==> src/verilog/fifoPkg.sv <==
package fifoPkg;

    // ------------------------------
    // buffer geometry
    // ------------------------------
    localparam int FIFO_DEPTH = 16;                     // LUT-RAM entries
    localparam int ADDR_W     = $clog2(FIFO_DEPTH);     // pointer bits
    localparam int CREDIT_W   = ADDR_W + 1;             // room for a full count

    // full is flagged one slot early (wr+1 == rd),
    // so only depth-1 entries are usable
    localparam logic [CREDIT_W-1:0] CREDIT_INIT = CREDIT_W'(FIFO_DEPTH - 1);

    // read / write pointer
    typedef logic [ADDR_W-1:0] addrT;

endpackage

==> src/verilog/streamPkg.sv <==
package streamPkg;

    // ------------------------------
    // stream format
    // ------------------------------
    localparam int BYTE_W         = 8;                  // host side byte
    localparam int WORD_W         = 32;                 // buffer / sink word
    localparam int BYTES_PER_WORD = WORD_W / BYTE_W;    // lanes per word

    // payload types
    typedef logic [BYTE_W-1:0] byteT;
    typedef logic [WORD_W-1:0] wordT;

    // ------------------------------
    // packer FSM
    // ------------------------------
    // one state per lane, then a parking state for the finished word
    typedef enum logic [2:0]
    {
        stByte0 = 3'd0,     // waiting for lane 0, bits 7:0
        stByte1 = 3'd1,
        stByte2 = 3'd2,
        stByte3 = 3'd3,     // last lane, completes the word
        stHold  = 3'd4      // word complete, waiting for a credit
    } packStateT;

endpackage
==> src/verilog/packStreamTop.sv <==
`timescale 1ns/1ps

module packStreamTop (
    input  logic            iClkB,
    input  logic            rstN,
    input  streamPkg::byteT byteData,
    input  logic            byteValid,
    input  logic            outReady,
    output logic            byteReady,
    output streamPkg::wordT outData,
    output logic            outValid
);

    import streamPkg::*;

    wordT wrData;           // packer -> buffer
    logic wrEn;
    wordT rdData;           // buffer -> drain
    logic rdEn;
    logic empty;
    logic creditReturn;     // drain -> packer

    // ------------------------------
    // producer
    // ------------------------------
    bytePacker uPacker (
        .iClkB        (iClkB),
        .rstN         (rstN),
        .byteData     (byteData),
        .byteValid    (byteValid),
        .creditReturn (creditReturn),
        .byteReady    (byteReady),
        .wrData       (wrData),
        .wrEn         (wrEn)
    );

    // ------------------------------
    // buffer
    // ------------------------------
    // full left open, credits keep the packer off it
    fifoDualController uBuffer (
        .iClkB        (iClkB),
        .rstN         (rstN),
        .wrData       (wrData),
        .wrEn         (wrEn),
        .rdEn         (rdEn),
        .full         (),
        .rdData       (rdData),
        .empty        (empty)
    );

    // ------------------------------
    // consumer
    // ------------------------------
    wordDrain uDrain (
        .iClkB        (iClkB),
        .rstN         (rstN),
        .rdData       (rdData),
        .empty        (empty),
        .outReady     (outReady),
        .rdEn         (rdEn),
        .creditReturn (creditReturn),
        .outData      (outData),
        .outValid     (outValid)
    );

endmodule

==> src/verilog/wordDrain.sv <==
`timescale 1ns/1ps

module wordDrain (
    input  logic            iClkB,
    input  logic            rstN,
    input  streamPkg::wordT rdData,
    input  logic            empty,
    input  logic            outReady,
    output logic            rdEn,
    output logic            creditReturn,
    output streamPkg::wordT outData,
    output logic            outValid
);

    logic regFree;      // output register can take a new word this cycle

    // ------------------------------
    // pop decision
    // ------------------------------
    assign regFree = ~outValid | outReady;     // empty, or sink takes it now
    assign rdEn    = ~empty & regFree;         // rdData already valid when !empty

    // ------------------------------
    // output register and credit pulse
    // ------------------------------
    always_ff @(posedge iClkB or negedge rstN)
    begin
        if (!rstN)
        begin
            outValid     <= 1'b0;
            creditReturn <= 1'b0;
        end
        else
        begin
            creditReturn <= rdEn;               // one pulse per pop, a cycle late
            if (rdEn)
            begin
                outValid <= 1'b1;
            end
            else if (outReady)
            begin
                outValid <= 1'b0;               // sink took the last one
            end
        end
    end

    // payload only, valid bit above qualifies it
    always_ff @(posedge iClkB)
    begin
        if (rdEn)
        begin
            outData <= rdData;
        end
    end

endmodule

==> src/verilog/bytePacker.sv <==
`timescale 1ns/1ps

module bytePacker (
    input  logic            iClkB,
    input  logic            rstN,
    input  streamPkg::byteT byteData,
    input  logic            byteValid,
    input  logic            creditReturn,
    output logic            byteReady,
    output streamPkg::wordT wrData,
    output logic            wrEn
);

    import streamPkg::*;
    import fifoPkg::*;

    packStateT state;
    packStateT stateNext;
    logic      byteTake;                                    // host handshake
    logic [(BYTES_PER_WORD-1)*BYTE_W-1:0] asmBytes;         // lanes 0..2 so far
    wordT      pendWord;                                    // finished word
    logic [CREDIT_W-1:0] creditCnt;                         // free FIFO slots

    // ------------------------------
    // handshakes
    // ------------------------------
    assign byteReady = (state != stHold);           // only blocked while parked
    assign byteTake  = byteValid & byteReady;
    assign wrEn      = (state == stHold) & (creditCnt != '0);
    assign wrData    = pendWord;

    // ------------------------------
    // FSM
    // ------------------------------
    always_comb
    begin
        stateNext = state;
        case (state)
            stByte0: if (byteTake) stateNext = stByte1;
            stByte1: if (byteTake) stateNext = stByte2;
            stByte2: if (byteTake) stateNext = stByte3;
            stByte3: if (byteTake) stateNext = stHold;    // word done
            stHold:  if (wrEn)     stateNext = stByte0;   // spent a credit
            default: stateNext = stByte0;
        endcase
    end

    always_ff @(posedge iClkB or negedge rstN)
    begin
        if (!rstN)
        begin
            state <= stByte0;
        end
        else
        begin
            state <= stateNext;
        end
    end

    // ------------------------------
    // assembly
    // ------------------------------
    // bytes enter at the top and shift down, so b0 ends in lane 0
    always_ff @(posedge iClkB)
    begin
        if (byteTake)
        begin
            if (state == stByte3)
            begin
                pendWord <= {byteData, asmBytes};   // b3 in bits 31:24
            end
            else
            begin
                asmBytes <= {byteData, asmBytes[$high(asmBytes):BYTE_W]};
            end
        end
    end

    // ------------------------------
    // credits
    // ------------------------------
    // return and spend may land on the same edge
    always_ff @(posedge iClkB or negedge rstN)
    begin
        if (!rstN)
        begin
            creditCnt <= CREDIT_INIT;
        end
        else
        begin
            creditCnt <= creditCnt + CREDIT_W'(creditReturn) - CREDIT_W'(wrEn);
        end
    end

    // drain must never hand back more than were issued
    assert property (@(posedge iClkB) disable iff (!rstN) creditCnt <= CREDIT_INIT)
        else $error("credit count above initial value");

endmodule

==> src/verilog/fifoDualController.sv <==
`timescale 1ns/1ps

module fifoDualController (
    input  logic            iClkB,
    input  logic            rstN,
    input  streamPkg::wordT wrData,
    input  logic            wrEn,
    input  logic            rdEn,
    output logic            full,
    output streamPkg::wordT rdData,
    output logic            empty
);

    import streamPkg::*;
    import fifoPkg::*;

    addrT wrAddr;           // next slot to fill
    addrT rdAddr;           // oldest valid slot
    addrT wrAddrNext;       // look-ahead for full
    logic wrQual;           // write that actually happens
    logic rdQual;           // pop that actually happens

    // ------------------------------
    // flags and qualified enables
    // ------------------------------
    always_comb
    begin
        wrAddrNext = wrAddr + ADDR_W'(1);
        full       = (wrAddrNext == rdAddr);   // one slot kept open
        empty      = (wrAddr == rdAddr);
        wrQual     = wrEn & ~full;              // drop writes into a full buffer
        rdQual     = rdEn & ~empty;             // no pop from an empty one
    end

    // ------------------------------
    // pointers
    // ------------------------------
    always_ff @(posedge iClkB or negedge rstN)
    begin
        if (!rstN)
        begin
            wrAddr <= '0;
        end
        else if (wrQual)
        begin
            wrAddr <= wrAddrNext;   // wraps at depth
        end
    end

    always_ff @(posedge iClkB or negedge rstN)
    begin
        if (!rstN)
        begin
            rdAddr <= '0;
        end
        else if (rdQual)
        begin
            rdAddr <= rdAddr + ADDR_W'(1);
        end
    end

    // storage, read data follows rdAddr directly
    userFifoDual #(
        .depth     (FIFO_DEPTH),
        .width     (WORD_W)
    ) uFifoRam (
        .iClkB     (iClkB),
        .writeData (wrData),
        .writeAddr (wrAddr),
        .readAddr  (rdAddr),
        .writeEn   (wrQual),
        .readData  (rdData)
    );

    // ------------------------------
    // checks
    // ------------------------------
    // packer credit count has to keep it away from a full buffer
    assert property (@(posedge iClkB) disable iff (!rstN) wrEn |-> !full)
        else $error("write issued while FIFO full");

endmodule

==> src/verilog/userFifoDual.sv <==
`timescale 1ns/1ps

module userFifoDual #(
    parameter int depth = 16,           // entries
    parameter int width = 32            // bits per entry
)(
    input  logic             iClkB,
    input  logic [width-1:0] writeData,
    input  fifoPkg::addrT    writeAddr,
    input  fifoPkg::addrT    readAddr,
    input  logic             writeEn,
    output logic [width-1:0] readData
);

    // distributed RAM, maps to LUTs
    logic [width-1:0] mem [depth];

    // ------------------------------
    // write port
    // ------------------------------
    always_ff @(posedge iClkB)
    begin
        if (writeEn)
        begin
            mem[writeAddr] <= writeData;    // lands on this edge
        end
    end

    // ------------------------------
    // read port
    // ------------------------------
    // async read, zero latency from the pointer
    assign readData = mem[readAddr];

endmodule

==> config.mk <==
export PLATFORM = sky130hd
export DESIGN_NAME = packStreamTop
export DESIGN_NICKNAME = d
export VERILOG_FILES = /design/src/verilog/fifoPkg.sv /design/src/verilog/streamPkg.sv /design/src/verilog/packStreamTop.sv /design/src/verilog/wordDrain.sv /design/src/verilog/bytePacker.sv /design/src/verilog/fifoDualController.sv /design/src/verilog/userFifoDual.sv
export SDC_FILE = /design/constraint.sdc
export NUM_CORES = 1
export LEC_CHECK = 0
export BUFFER_PORTS_ARGS = -buffer_cell sky130_fd_sc_hd__buf_2
export CAP_MARGIN = 30
export CORE_MARGIN = 4
export CORE_UTILIZATION = 30
export CTS_CLUSTER_DIAMETER = 30
export DETAILED_ROUTE_END_ITERATION = 10
export SETUP_SLACK_MARGIN = 0.02
export SYNTH_ARGS = -nofsm -noshare
export SYNTH_HDL_FRONTEND = slang
export SYNTH_SLANG_ARGS = --single-unit
==> constraint.sdc <==
create_clock -name iClkB -period 6.95 [get_ports iClkB]
set_input_delay 1.39 -clock iClkB [delete_from_list [all_inputs] [get_ports iClkB]]
set_output_delay 1.39 -clock iClkB [all_outputs]
set_load 0.03 [all_outputs]
After elaboration in Yosys (flattened, before gate mapping):

Memory sizes are Yosys's and may differ from the RTL's. A register that Yosys moved wholly into a read port is not among the register bits.
Index checks and enable logic that the tools add are counted.

* register bits: 74
* memory bits (writable): 512
* bits of input ports: 12
* memories kept: 1

Memories
* uBuffer.uFifoRam.mem: words 16, width 32, rd ports 1, clocked after Yosys merged registers in 1, write ports 1, RTL line userFifoDual.sv:16 `logic [width-1:0] mem [depth];`

* add/subtract/negate cells: 4
* equal/unequal tests: 12
* mux-type cells: 10
* bitwise operators: 10
* reductions and logical operators: 6

Operator list (number)
* $mux 3: 5
* $pmux 3 s5: 1
* $ne 2x1->1 const B: 5
* $add 4x1->4 const B: 2
* $eq 4x4->1: 2
* $eq 3x2->1 const B: 2
* $add 5x1->5: 1
* $and 1x1->1: 5
* $reduce_and 5->1: 1
* $reduce_bool 5->1: 1
* $sub 5x1->5: 1
* $mux 1: 4
* $not 1->1: 4
* $reduce_and 2->1: 2
* $eq 3x1->1 const B: 1
* $eq 3x3->1 const B: 1
* $logic_not 3->1: 1
* $ne 3x3->1 const B: 1
* $reduce_bool 2->1: 1
* $or 1x1->1: 1

Logic depth before layout (Yosys ltp):

* word-level depth: 6
* mapped depth: 14
* mapped depth without buffers: 13

Modules after synthesis:

From an unflattened synthesis, not the netlist that was laid out.

* cell total of the unflattened synthesis: 994
* area, all modules: 22910.7 um^2

Modules (own cells, without submodules)
* userFifoDual: times used 1, cells each 806, area an instance 19213.4 um^2
* bytePacker: times used 1, cells each 103, area an instance 2172.1 um^2
* wordDrain: times used 1, cells each 38, area an instance 1036.0 um^2
* fifoDualController: times used 1, cells each 47, area an instance 489.2 um^2

Least setup slack after synthesis:

No wires, ideal clock.

* kind: input -> register
* from: in byteValid
* to: reg uPacker.pendWord[0] (netlist: uPacker.wrData[0]) (enable)
* library setup time: 0.470 ns
* data arrival time: 3.891 ns
* path slack: 2.589 ns
* cell stages on the path: 2
* path buffers: 0
* cell sequence: nand2_1 > nor3b_1

* word-level cells in the longest chain between the ends: 2

RTL lines
* start: declaration: RTL line packStreamTop.sv:7 `input logic byteValid,`
* $and 1x1->1: RTL line bytePacker.sv:28 `assign byteTake = byteValid & byteReady;`
* $reduce_and 2->1 (no source line)
* end signal: assignment: RTL line bytePacker.sv:70 `pendWord <= {byteData, asmBytes};`
* end: declaration: RTL line bytePacker.sv:21 `wordT pendWord;`

No other way between the ends.
A chain may end at the register's enable or synchronous reset.

Worst setup path after layout:

* from: reg uBuffer.wrAddr[2]
* to: mem uBuffer.uFifoRam.mem[10][14] (enable)

* word-level cells in the longest chain between the ends: 6

RTL lines
* start: declaration: RTL line fifoDualController.sv:17 `addrT wrAddr;`
* start signal: assignment: RTL line fifoDualController.sv:46 `wrAddr <= wrAddrNext;`
* $add 4x1->4: RTL line fifoDualController.sv:28 `wrAddrNext = wrAddr + ADDR_W'(1);`
* $eq 4x4->1: RTL line fifoDualController.sv:29 `full = (wrAddrNext == rdAddr);`
* $not 1->1: RTL line fifoDualController.sv:31 `wrQual = wrEn & ~full;`
* $and 1x1->1: RTL line fifoDualController.sv:31
* $mux 1: RTL line userFifoDual.sv:23 `if (writeEn)`
* $mux 1 (not written as such): RTL line userFifoDual.sv:25 `mem[writeAddr] <= writeData;`
* end: declaration: RTL line userFifoDual.sv:16

Parallel ways exist; a longest one is shown, timed or not.

==> reports/summary.txt <==
Hold path depth - 0
Hold WC Path Type - reg2reg
Final #Nets - 1,150
Syn nets - 1,019
Hold Worst Slack - 416 ps
Yosys cell types - 41
First-pass GRT wire length - 74.6 mm
Yosys warning count - 0
Status - complete, no violations
Antenna Diode Count - 0
Worst EP arrival - 3610 ps
Fill cells - 6,789
Detailed placer's ending HPWL - 28.1 mm
Cell leakage power - 8.99 nW
Placer congestion estimate - 0.732
Via Count - 10,600
Register area share after synthesis - 0.804
I/O Buffers - 45
R2R Path End - uBuffer.uFifoRam.mem[10][14]$_DFFE_PP_
Pre-antenna DRT Iters - 5
Die Y - 285 um
Worst Hold Endpoint - uPacker.wrData[6]$_DFFE_PP_
Setup_tns - 0 ps
CTS tree - yes
Vias per std cell - 4.73
Synth area leaders - edfxtp_1 78%, mux4_2 13%, a22oi_1 2.1%
# setup viols final - 0
Initial DRC count - 999
DIE AREA - 81,100 sq um
Post-synth top area share - 0.784
Area grow syn2layout - 23.5%
RSZ-0062 raised after global routing - no
FF-to-FF setup slack - 3640 ps
Fin. Hold Viols - 0
Worst-case reg-to-reg path depth - 5
Root Buffer Master - clkbuf_16
Final wirelength - 49.2 mm
#FFs+latches synth - 618
Reg2reg start - uBuffer.wrAddr[2]$_DFFE_PN0P_
Cell with the most instances after synthesis - edfxtp_1
Routed Antenna Nets - 0
Share of layout cells above drive strength 1 - 0.342
Post-cts sizing count - 0
Largest area contributor in the netlist - edfxtp_1
Slew HR - 0.318
Cells after Synth - 995
Vias in the first global route - 11,300
Largest net degree at the start of global routing - 97
Cell Area, Synth - 23,000 sq um
Initial Util - 0.303
Required @ worst endpoint - 7250 ps
Post-synth EDFFs - 600
Worst slew pin tran - 1020 ps
Max Fclk - 0.302 GHz
Ys flop type - edfxtp_1
Hold_buf cts - 0
Post-route cell area - 28,400 sq um
Row cnt - 101
Total GRT Usage - 0.122
Avg Inst Size Synth - 23.1 sq um
Hold path start - uPacker.asmBytes[6]$_DFFE_PP_
Max cap viols - 0
Core Region - 75,900 sq um
Crit end category - flop
Global route overflow - 0
Commonest cells in the netlist - 600 x edfxtp_1, 128 x mux4_2, 64 x a22oi_1
Post-synth ARST share - 0.0291
Io pins - 46
Final setup skew - 24.3 ps
Drt drc - 0
Pwr per Cell Area - 338 nW/um^2
Worst VDD drop - 0.237 mV
Critical path class - reg2reg
Fin. max-slew vios - 0
Htree depth - 3
CTS Buffer Depth - 3
Die width - 285 um
Critical Path Source Type - flop
Clock Latency Late Sink - 660 ps
Clock slew at the register clock pins of the worst setup and hold paths - 50 ps
Worst-path maximum fanout - 17
Initial antenna violation count - 1
Instance area at placement - 24,800 sq um
CTS Buf Count - 105
Crit share post-route - 0.476
CTS Sinks - 618
WL/cell - 21.9 um
Tmin final - 3310 ps
Setup bufs post-CTS - 0
## registers in the layout, summed over array words and instances, names as in the netlist
signal,cells
uBuffer.uFifoRam.mem,512
uDrain.outData,32
uPacker.wrData,32
uPacker.asmBytes,24
uPacker.creditCnt,5
uBuffer.rdAddr,4
uBuffer.wrAddr,4
uPacker.state,3
uDrain.creditReturn,1
uDrain.outValid,1
## cell type report
type                       count  area, sq um  area share
tap                         1030         1290      0.0454
timing repair buffer          74          633      0.0223
sequential                   618        18500       0.651
multi-input combinational    316         4340       0.153
clock inverter                83          926      0.0326
inverter                      11         41.3     0.00146
clock buffer                 113         2660      0.0937
## routing by layer
| layer | routed length (um) | vias to the layer above | global-route usage |
|---|---|---|---|
| met5 | 0 | - | 0 |
| met4 | 946 | 0 | 0.0344 |
| met3 | 3600 | 83 | 0.0378 |
| met2 | 23700 | 368 | 0.193 |
| met1 | 21000 | 5682 | 0.165 |
| li1 | - | 4487 | - |
## worst max-delay path by stage
stage,startpoint,endpoint,cells after the start
floorplan,byteValid,uPacker.wrData[0]$_DFFE_PP_,2
global placement,uBuffer.rdAddr[0]$_DFFE_PN0P_,uBuffer.uFifoRam.mem[14][11]$_DFFE_PP_,4
detailed placement,uBuffer.rdAddr[0]$_DFFE_PN0P_,uBuffer.uFifoRam.mem[10][3]$_DFFE_PP_,5
CTS,uBuffer.rdAddr[0]$_DFFE_PN0P_,uBuffer.uFifoRam.mem[10][14]$_DFFE_PP_,5
global route,uBuffer.rdAddr[0]$_DFFE_PN0P_,uBuffer.uFifoRam.mem[10][5]$_DFFE_PP_,5
finish,uBuffer.wrAddr[2]$_DFFE_PN0P_,uBuffer.uFifoRam.mem[10][14]$_DFFE_PP_,5
## power by group
| part | leakage, nW | internal (mW) | switching [mW] |
|---|---|---|---|
| combinational | 1.66 | 0.0204 | 0.0554 |
| clock | 1.69 | 3.23 | 1.86 |
| sequential | 5.64 | 4.27 | 0.144 |
| total | 8.99 | 7.52 | 2.06 |
## critical path, stage by stage (launching register included)
cell,delay (ps)
dfrtp_1,680
nand3_1,190
xnor2_1,510
o211ai_1,440
nor2_4,670
buf_4,430
## metrics by stage
step | std cells | worst slack (ps) | power, mW | utilization
floorplan | 995 | 2590 | 4.46 | -
CTS | 2245 | 3590 | 9.68 | 0.374
global placement | 2039 | 3630 | 4.55 | 0.323
global route | 2245 | 3470 | 9.91 | 0.374
detailed placement | 2049 | 3610 | 4.57 | 0.326
finish | 2245 | 3640 | 9.58 | 0.374
## cell families (layout without fill, tap and decap cells)
group                      after synthesis  after routing  share of synthesized area
xor gates and xnor gates                19             19                    0.00817
muxes                                  129            129                      0.126
and+or+nand+nor                         79             79                     0.0159
buffers and inverters                   61            281                     0.0133
DFF                                    618            618                      0.804
AOI/OAI and AO/OA                       77             77                     0.0259
adders and majority gates               12             12                    0.00686
## placed cells by master (no fill, tap or decap), types with 8 or more instances in the layout
cell / netlist / layout
a22oi_1: 64 / 64
buf_2: 13 / 45
buf_4: 8 / 18
bufinv_16: 0 / 11
clkbuf_1: 19 / 8
clkbuf_16: 0 / 105
clkinv_2: 0 / 13
clkinvlp_4: 0 / 22
dfrtp_1: 14 / 12
edfxtp_1: 600 / 600
ha_1: 11 / 11
inv_1: 11 / 11
inv_6: 0 / 18
mux4_2: 128 / 128
nand2_1: 37 / 37
nor2_4: 0 / 13
xnor2_1: 10 / 10
No activity file was read; power rests on OpenSTA's default activity.
